--- src/rtl/isaPkg.sv ---
`default_nettype none

// MIPS32 instruction encoding used by the decoder
package isaPkg;

	////////////////////////////////////////
	// Field positions in the 32-bit word
	////////////////////////////////////////
	localparam int opcodeHi = 31;
	localparam int opcodeLo = 26;
	localparam int rsHi     = 25;
	localparam int rsLo     = 21;
	localparam int rtHi     = 20;
	localparam int rtLo     = 16;
	localparam int rdHi     = 15;
	localparam int rdLo     = 11;
	localparam int shamtHi  = 10;
	localparam int shamtLo  = 6;
	localparam int immHi    = 15;
	localparam int immLo    = 0;
	localparam int functHi  = 5;
	localparam int functLo  = 0;

	////////////////////////////////////////
	// Opcodes
	////////////////////////////////////////
	// Register forms, real op sits in funct
	localparam logic [5:0] opcodeSpecial = 6'h00;
	localparam logic [5:0] opAddi        = 6'h08;
	localparam logic [5:0] opAddiu       = 6'h09;
	localparam logic [5:0] opSlti        = 6'h0a;
	localparam logic [5:0] opSltiu       = 6'h0b;
	localparam logic [5:0] opAndi        = 6'h0c;
	localparam logic [5:0] opOri         = 6'h0d;
	localparam logic [5:0] opXori        = 6'h0e;
	localparam logic [5:0] opLui         = 6'h0f;

	////////////////////////////////////////
	// Funct codes under opcodeSpecial
	////////////////////////////////////////
	localparam logic [5:0] functSll  = 6'h00;
	localparam logic [5:0] functSrl  = 6'h02;
	localparam logic [5:0] functSra  = 6'h03;
	localparam logic [5:0] functSllv = 6'h04;
	localparam logic [5:0] functSrlv = 6'h06;
	localparam logic [5:0] functSrav = 6'h07;
	localparam logic [5:0] functAdd  = 6'h20;
	localparam logic [5:0] functAddu = 6'h21;
	localparam logic [5:0] functSub  = 6'h22;
	localparam logic [5:0] functSubu = 6'h23;
	localparam logic [5:0] functAnd  = 6'h24;
	localparam logic [5:0] functOr   = 6'h25;
	localparam logic [5:0] functXor  = 6'h26;
	localparam logic [5:0] functNor  = 6'h27;
	localparam logic [5:0] functSlt  = 6'h2a;
	localparam logic [5:0] functSltu = 6'h2b;

endpackage

`default_nettype wire

--- src/rtl/aluPkg.sv ---
`default_nettype none

// ALU operations and the payloads carried between stages
package aluPkg;

	// Fixed by the instruction set
	localparam int dataWidth = 32;

	////////////////////////////////////////
	// ALU operation codes
	////////////////////////////////////////
	typedef enum logic [3:0] {
		aluAddu,
		aluSubu,
		aluAdd,
		aluSub,
		aluAnd,
		aluOr,
		aluXor,
		aluNor,
		// Signed or unsigned, picked by specialSign
		aluSlt,
		aluShiftL,
		aluShiftRL,
		aluShiftRA
	} aluOpE;

	////////////////////////////////////////
	// Stage payloads
	////////////////////////////////////////
	// Decode to ALU, 75 bits
	typedef struct packed {
		aluOpE                aluOp;
		logic                 specialSign;
		logic [dataWidth-1:0] operandA;
		logic [dataWidth-1:0] operandB;
		logic [4:0]           destReg;
		logic                 legal;
	} decodeBundleT;

	// ALU to retire
	typedef struct packed {
		logic [dataWidth-1:0] result;
		logic                 overflow;
		logic [4:0]           destReg;
		logic                 legal;
	} aluBundleT;

endpackage

`default_nettype wire

--- src/rtl/instrDecoder.sv ---
`timescale 1ns/1ps
`default_nettype none

// Maps an instruction word plus register values onto an ALU request
module instrDecoder import isaPkg::*, aluPkg::*; (
	input  wire logic [31:0]          instr,
	input  wire logic [dataWidth-1:0] rsValue,
	input  wire logic [dataWidth-1:0] rtValue,
	output aluOpE                     aluOp,
	output logic                      specialSign,
	output logic [dataWidth-1:0]      operandA,
	output logic [dataWidth-1:0]      operandB,
	output logic [4:0]                destReg,
	output logic                      legal
);

	logic [5:0]           opcode;
	logic [5:0]           funct;
	logic [4:0]           rtField;
	logic [4:0]           rdField;
	logic [4:0]           shamt;
	logic [15:0]          imm;
	logic [dataWidth-1:0] shamtExt;
	logic [dataWidth-1:0] immSext;
	logic [dataWidth-1:0] immZext;

	////////////////////////////////////////
	// Field split
	////////////////////////////////////////
	assign opcode   = instr[opcodeHi:opcodeLo];
	assign funct    = instr[functHi:functLo];
	assign rtField  = instr[rtHi:rtLo];
	assign rdField  = instr[rdHi:rdLo];
	assign shamt    = instr[shamtHi:shamtLo];
	assign imm      = instr[immHi:immLo];
	assign shamtExt = {{(dataWidth-5){1'b0}}, shamt};
	assign immSext  = {{(dataWidth-16){imm[15]}}, imm};
	assign immZext  = {{(dataWidth-16){1'b0}}, imm};

	////////////////////////////////////////
	// Operation select
	////////////////////////////////////////
	always_comb begin
		// Register-form defaults
		aluOp       = aluAddu;
		specialSign = 1'b0;
		operandA    = rsValue;
		operandB    = rtValue;
		destReg     = rdField;
		legal       = 1'b1;
		if (opcode == opcodeSpecial) begin
			case (funct)
				functAddu: aluOp = aluAddu;
				functSubu: aluOp = aluSubu;
				functAnd:  aluOp = aluAnd;
				functOr:   aluOp = aluOr;
				functXor:  aluOp = aluXor;
				functNor:  aluOp = aluNor;
				functSltu: aluOp = aluSlt;
				functAdd: begin
					aluOp       = aluAdd;
					specialSign = 1'b1;
				end
				functSub: begin
					aluOp       = aluSub;
					specialSign = 1'b1;
				end
				functSlt: begin
					aluOp       = aluSlt;
					specialSign = 1'b1;
				end
				// Fixed shifts take the amount from shamt
				functSll: begin
					aluOp    = aluShiftL;
					operandA = shamtExt;
				end
				functSrl: begin
					aluOp    = aluShiftRL;
					operandA = shamtExt;
				end
				functSra: begin
					aluOp    = aluShiftRA;
					operandA = shamtExt;
				end
				// Variable shifts keep rsValue as the amount
				functSllv: aluOp = aluShiftL;
				functSrlv: aluOp = aluShiftRL;
				functSrav: aluOp = aluShiftRA;
				default:   legal = 1'b0;
			endcase
		end else begin
			// Immediate forms write rt
			destReg  = rtField;
			operandB = immSext;
			case (opcode)
				opAddiu: aluOp = aluAddu;
				opSltiu: aluOp = aluSlt;
				opAddi: begin
					aluOp       = aluAdd;
					specialSign = 1'b1;
				end
				opSlti: begin
					aluOp       = aluSlt;
					specialSign = 1'b1;
				end
				// Logic immediates are zero-extended
				opAndi: begin
					aluOp    = aluAnd;
					operandB = immZext;
				end
				opOri: begin
					aluOp    = aluOr;
					operandB = immZext;
				end
				opXori: begin
					aluOp    = aluXor;
					operandB = immZext;
				end
				// lui as imm << 16
				opLui: begin
					aluOp    = aluShiftL;
					operandA = dataWidth'(16);
					operandB = immZext;
				end
				default: legal = 1'b0;
			endcase
		end
	end

endmodule

`default_nettype wire

--- config.mk ---
export PLATFORM = sky130hd
export DESIGN_NAME = instrDecoder
export DESIGN_NICKNAME = d
export VERILOG_FILES = /design/src/rtl/isaPkg.sv /design/src/rtl/aluPkg.sv /design/src/rtl/instrDecoder.sv
export SDC_FILE = /design/constraint.sdc
export NUM_CORES = 1
export LEC_CHECK = 0
export BUFFER_PORTS_ARGS = -buffer_cell sky130_fd_sc_hd__buf_4
export CAP_MARGIN = 25
export CORE_ASPECT_RATIO = 1.25
export CORE_MARGIN = 4
export CORE_UTILIZATION = 29
export DETAILED_ROUTE_END_ITERATION = 7
export PLACE_DENSITY = 0.84
export SYNTH_ARGS = -nofsm -noshare
export SYNTH_HDL_FRONTEND = slang
export SYNTH_SLANG_ARGS = --single-unit
--- constraint.sdc ---
create_clock -name vclk -period 1.61
set_input_delay 0.161 -clock vclk [all_inputs]
set_output_delay 0.161 -clock vclk [all_outputs]
set_load 0.005 [all_outputs]
[Word-level counts from Yosys, hierarchy flattened]
Index checks and enable logic that the tools add are counted.
Cells by class
  reductions and logical operators: 13
  divide/modulo/power cells: 0
  equality and inequality tests: 23
  $mul: 0
  add/subtract/negate cells: 0
  order comparisons: 0
  multiplexer cells: 15
  bitwise gates (word level): 0
  shift operators: 0
Operator list (number)
  $mux W32: 5
  $eq A6 B6 Y1 const B: 10
  $eq A6 B4 Y1 const B: 8
  $pmux W4 S11: 1
  $pmux W4 S6: 1
  $eq A6 B3 Y1 const B: 3
  $reduce_or A16 Y1: 1
  $eq A6 B2 Y1 const B: 2
  $logic_not A6 Y1: 2
  $reduce_or A2 Y1: 6
  $reduce_or A8 Y1: 1
  $mux W1: 6
  $reduce_or A3 Y1: 2
  $mux W5: 1
  $mux W4: 1
  $reduce_or A4 Y1: 1
Word-level totals
  memories: 0
  output and inout bits: 75
  bits in latches: 0
  bits in registers: 0
  memory bits (writable): 0
  memory bits (read-only): 0
  logic and storage cells: 51

[Depth between registers and ports, before layout]
Gate-level depths: netlist (run 1).
  depth after elaboration: 4
  depth in mapped cells: 6
  gate-level depth less buffers: 4

[Worst setup path after synthesis (run 1)]
No wires, ideal clock.
  path kind: input -> output
  start point: in instr[26]
  end point: out operandA[11]
  data arrival time: 1.241 ns
  buffers on the path: 1
  stages on the path: 5
  setup slack: 0.208 ns
  path through: nor4_4 o2111ai_4 nor2b_4 buf_6 and2_4
Between the ends
  longest elaborated chain between the ends: 3
  elaborated cells between the ends (all ways): 4
Ends and longest elaborated chain
  start: declaration: RTL line instrDecoder.sv:6  | input wire logic [31:0] instr,
  $eq A6 B4 Y1: RTL line instrDecoder.sv:95  | case (opcode)
  $mux W32: RTL line instrDecoder.sv:95
  $mux W32 (*): RTL line instrDecoder.sv:51  | if (opcode == opcodeSpecial) begin
  end: declaration: RTL line instrDecoder.sv:11  | output logic [dataWidth-1:0] operandA,
Every way passes the cells marked *; elsewhere a longest branch is shown, timed or not.

[Worst setup path after layout (run 1)]
  start point: in instr[28]
  end point: out operandA[3]
Same word-level chain as after synthesis.

==> results of run 1 <==
-- final timing paths --
path	cells past startpoint	endpoint	slack, ns	startpoint
worst max-delay path	8	operandA[3]	0.04	instr[28]
worst min-delay path	4	operandB[13]	0.58	rtValue[13]
-- logic make-up (layout without fill, tap and decap cells) --
| family | after synthesis | after routing |
|---|---|---|
| AO/OA/AOI/OAI | 36 | 36 |
| XOR/XNOR | 1 | 1 |
| buffers and inverters | 18 | 185 |
| multiplexers | 4 | 4 |
| AND/OR/NAND/NOR | 112 | 113 |
-- layout make-up --
cell class | count | area, um^2
multi-input cells | 154 | 946
well taps | 37 | 46.3
repair buffers | 180 | 1440
inverters | 5 | 18.8
fillers | 276 | 863
-- per-layer routing --
| metal | wire length, um | vias to the layer above |
|---|---|---|
| li1 | - | 903 |
| met1 | 1930 | 787 |
| met2 | 3150 | 91 |
| met3 | 592 | 2 |
| met4 | 27 | 0 |
| met5 | 0 | - |
-- power by group through the flow --
stage	registers, W	clock network (W)	logic [W]
floorplan	0	0	0.000177
global placement	0	0	0.000546
detailed placement	0	0	0.000553
CTS	0	0	0.000555
global route	0	0	0.000625
finish	0	0	0.000577
-- Yosys cell counts (all sizes together) --
master,n
o21ai,6
o22ai,2
nand3,1
o2111ai,1
o211ai,1
nor2b,2
a21oi,4
and2b,1
nor2,10
mux2i,4
xor2,1
clkbuf,2
o21a,1
nand2,63
o311a,1
and2,29
a31oi,1
o32ai,3
a21o,16
nand4bb,1
buf,11
and3,1
nand2b,1
inv,5
nor4,3
-- worst max-delay path, stage by stage --
cell       delay [ns]
buf_8            0.10
nor4_4           0.29
buf_4            0.19
o2111ai_4        0.15
buf_6            0.18
mux2i_1          0.14
nor2_1           0.06
buf_4            0.13
-- timing repair --
item,CTS,global route
pin swaps,0,13
setup endpoints to repair,39,66
buffers inserted,0,1
cloned,0,1
resized for setup,1,21
-- metrics by stage --
stage / power (W) / TNS, ns
floorplan: 0.000177 / 0
finish: 0.000577 / 0
detailed placement: 0.000553 / -1.11
global route: 0.000625 / -0.601
CTS: 0.000555 / -0.0162
global placement: 0.000546 / -1.15
==> flow_summary_export.csv, run 1 <==
group,metric,value,unit
synth,avgSynthCellArea,6.02,um^2
power,power_density,236,mW/mm^2
global_route,antenna_found_initial,0,
sta,hold_viol,0,
sta,finalCritPeriodShare,97.3,%
synth,synth_cell_types,32,
synth,seq_area_frac_synth,0,%
outcome,status,"complete, no violations",
global_route,grt_first_pass_wirelength,7580,um
sta,setup_violations,0,
cells_and_area,antenna_cells,0,
power,clkPwrFrac,0,%
synth,synth_nets,267,
synth,yosys.area_share.simple,59.7,%
synth,synth_top_family_by_area,"simple AND/OR/NAND/NOR gates",
power,swShare,34.1,%
run,maxCapViolCount,0,
synth,synth_warnings,0,
placement,dp_hpwl,4660,um
floorplanning,ios,171,
routing,first_iter_violations,60,
cells_and_area,final_cell_area,0.00245,mm^2
cells_and_area,final_nets,437,
placement,dp_cells,374,
worst_setup_path,critPathLaunchType,"input port",
sta,hold_ws,0.579,ns
synth,yosys.area.top_type,"nand2_1",
global_route,use_met1,23.8,%
cells_and_area,area_growth,138,%
synth,synthMuxAreaShare,3.89,%
synth,syn_inst,171,
worst_setup_path,worstPathRequired,1.45,ns
global_route,met2_usage,41.5,%
worst_setup_path,worstSetupPathType,"in -> out",
clock_network,holdBufCountCts,0,
synth,synth_xor_area_share,0.851,%
routing,ant_nets,0,
power,seqPwrFrac,0,%
floorplanning,core-area,0.00331,mm^2
synth,synth_area_leaders,"nand2_1 (23%), and2_4 (17%), a21o_1 (12%)",
routing,avgViaCountPerCell,4.74,
worst_setup_path,arrival,1.41,ns
sta,fmax,639,MHz
routing,routed_wirelength,5700,um
cells_and_area,num-clock-buffers,0,
global_route,grt-ovfl-total,0,
routing,drc,0,
routing,vias,1783,
global_route,grt_use_total,21.0,%
global_route,grt_pass1_vias,1594,
sta,finalMaxSlewViolations,0,
sta,worst_pin_slew,0.332,ns
placement,gp_congestion,0.799,
power,p_int,0.000380,W
cells_and_area,design.seq.count,0,
cells_and_area,final_common_cell,"buf_4",
placement,port_buffers,166,
worst_setup_path,worstSetupEndpointType,"output port",
floorplanning,die_area,0.00457,mm^2
sta,setup_ws,0.0438,ns
synth,synth_area,0.00103,mm^2
global_route,top_usage_layer,"met2",
synth,synth_compound_area_share,25.9,%
global_route,grt_use_met3,3.43,%
power,p_switching,0.000197,W
floorplanning,rows,23,
worst_setup_path,path_max_fanout,6,
cells_and_area,seqCellArea,0,um^2
sta,slew_headroom,77.8,%
floorplanning,initial_utilization,31.1,%
global_route,grt_max_degree,28,
cells_and_area,final_cell_mix,"buf_4 (161), nand2_1 (63), and2_4 (20)",
sta,rsz0062_at_grt,"yes",
cells_and_area,drive_gt1_share,61.9,%
floorplanning,die_x,61.3,um
placement,postPlaceCellArea,0.00235,mm^2
power,worst_ir_drop_vdd,0.000157,V
routing,routedWlPerCell,15.2,um
synth,synth_fa_ha_area_share,0,%
sta,fin_crit,1.57,ns
cells_and_area,fin_util,73.9,%
hold_path,holdCritPathClass,"in -> out",
placement,preCtsSetupSlack,-0.0526,ns
floorplanning,die_h,74.6,um
cells_and_area,stdcell_count,376,
power,power.leakage,1.46,nW
power,pwr-share-comb,100.0,%
routing,first_pass_iters,4,
synth,yosysTopAreaCellShare,23.0,%
No activity file was read; power rests on OpenSTA's default activity.
==> run 2: changes to the inputs <==
Settings changed: PLACE_DENSITY 0.84 to 0.95.
==> flow_summary_export.csv, run 2 (synthesis gave the netlist of run 1 again) <==
group,metric,value,unit
power,worst_ir_drop_vdd,0.000172,V
routing,vias,1746,
power,power.leakage,1.44,nW
cells_and_area,area_growth,131,%
sta,fin_crit,1.57,ns
cells_and_area,final_nets,435,
global_route,antenna_found_initial,0,
floorplanning,rows,23,
global_route,grt_pass1_vias,1626,
sta,finalCritPeriodShare,97.3,%
routing,first_iter_violations,38,
sta,setup_violations,0,
routing,ant_nets,0,
routing,routed_wirelength,5390,um
global_route,grt-ovfl-total,0,
placement,gp_congestion,0.815,
worst_setup_path,critPathLaunchType,"input port",
global_route,grt_use_total,21.0,%
hold_path,holdCritPathClass,"in -> out",
worst_setup_path,worstSetupEndpointType,"output port",
worst_setup_path,path_max_fanout,19,
floorplanning,initial_utilization,31.1,%
cells_and_area,final_cell_mix,"buf_4 (172), nand2_1 (63), and2_4 (21)",
floorplanning,die_x,61.3,um
run,maxCapViolCount,0,
cells_and_area,fillers,269,
worst_setup_path,crit_path_top_delay_cell,"nor4_4",
cells_and_area,antenna_cells,0,
routing,routedWlPerCell,14.4,um
sta,worst_pin_slew,0.360,ns
placement,port_buffers,166,
routing,drc,0,
worst_setup_path,worstSetupPathType,"in -> out",
floorplanning,core-area,0.00331,mm^2
floorplanning,die_h,74.6,um
sta,fin_setup_tns,0,ns
global_route,grt_max_degree,20,
cells_and_area,drive_gt1_share,62.0,%
placement,dp_hpwl,4600,um
worst_setup_path,arrival,1.40,ns
worst_setup_path,path_buf_inv,3,
sta,slew_headroom,75.8,%
cells_and_area,design.seq.count,0,
sta,rsz0062_at_grt,"yes",
routing,first_pass_iters,4,
sta,finalMaxSlewViolations,0,
power,power_density,232,mW/mm^2
sta,hold_viol,0,
cells_and_area,num-clock-buffers,0,
routing,avgViaCountPerCell,4.67,
global_route,grt_first_pass_wirelength,7600,um
cells_and_area,final_common_cell,"buf_4",
floorplanning,die_area,0.00457,mm^2
outcome,status,"complete, no violations",
worst_setup_path,slowest_delay,0.39,ns
worst_setup_path,cp_common_cell,"buf_6",
floorplanning,ios,171,
worst_setup_path,worstPathRequired,1.45,ns
sta,hold_ws,0.578,ns
placement,preCtsSetupSlack,-0.0682,ns
worst_setup_path,crit_chain,"buf_6, nor4_4, nand2_1, buf_6, o32ai_2, buf_4",
cells_and_area,seqCellArea,0,um^2
sta,setup_ws,0.0441,ns
sta,fmax,639,MHz
worst_setup_path,critical_path.top_delay_family,"simple AND/OR/NAND/NOR gates",
clock_network,cts_setup_buffers,0,
[run 2: cell count changes in the layout (fill, tap and decap cells not counted), sizes merged]
cell / delta
buf: -2
[run 2: worst paths after layout]
| kind | startpoint | endpoint | slack, ns | cells after the start |
|---|---|---|---|---|
| worst min-delay path | rtValue[1] | operandB[1] | 0.58 | 4 |
| worst max-delay path | instr[26] | aluOp[3] | 0.04 | 6 |
[run 2: final cells by class]
class	instances	area, um^2	share of cell area, %
Multi-Input combinational cell	154	958	40.2
Inverter	5	18.8	0.788
Tap cell	37	46.3	1.94
Timing Repair Buffer	178	1360	57.0
[run 2: worst min-delay path: cells and delay by family]
kind                   cells  cell delay, ns
buffers and inverters      2            0.18
AND/OR/NAND/NOR            2            0.09
[run 2: per-stage QoR]
stage | utilization [%] | std cells | area (um^2) | power, W
after detailed placement | 71.0 | 374 | 2350 | 0.000552
after CTS | 71.1 | 374 | 2350 | 0.000555
after floorplan | - | 171 | 1030 | 0.000177
after global placement | 71.0 | 374 | 2350 | 0.000538
after global routing | 72.0 | 374 | 2380 | 0.000599
final | 72.0 | 374 | 2380 | 0.000553
[run 2: report_power, final]
| part | switching (W) | internal [W] | total, W |
|---|---|---|---|
| logic | 0.000190 | 0.000363 | 0.000553 |
| clock network | 0 | 0 | 0 |
| registers | 0 | 0 | 0 |
| total | 0.000190 | 0.000363 | 0.000553 |
[run 2: timing repair]
action | in CTS | in global routing
hold buffers | 0 | 0
gates cloned | 1 | 0
resized for setup | 3 | 8
pin swaps | 2 | 4
setup endpoints to repair | 41 | 56
[run 2: per-layer routing]
metal  global-route usage (%)  wire, um  up-vias
li1                         -         -      897
met5                        0         0        -
met4                     2.17        54        0
met2                     41.4      2940       77
met3                     3.09       519        4
met1                     23.7      1880      768
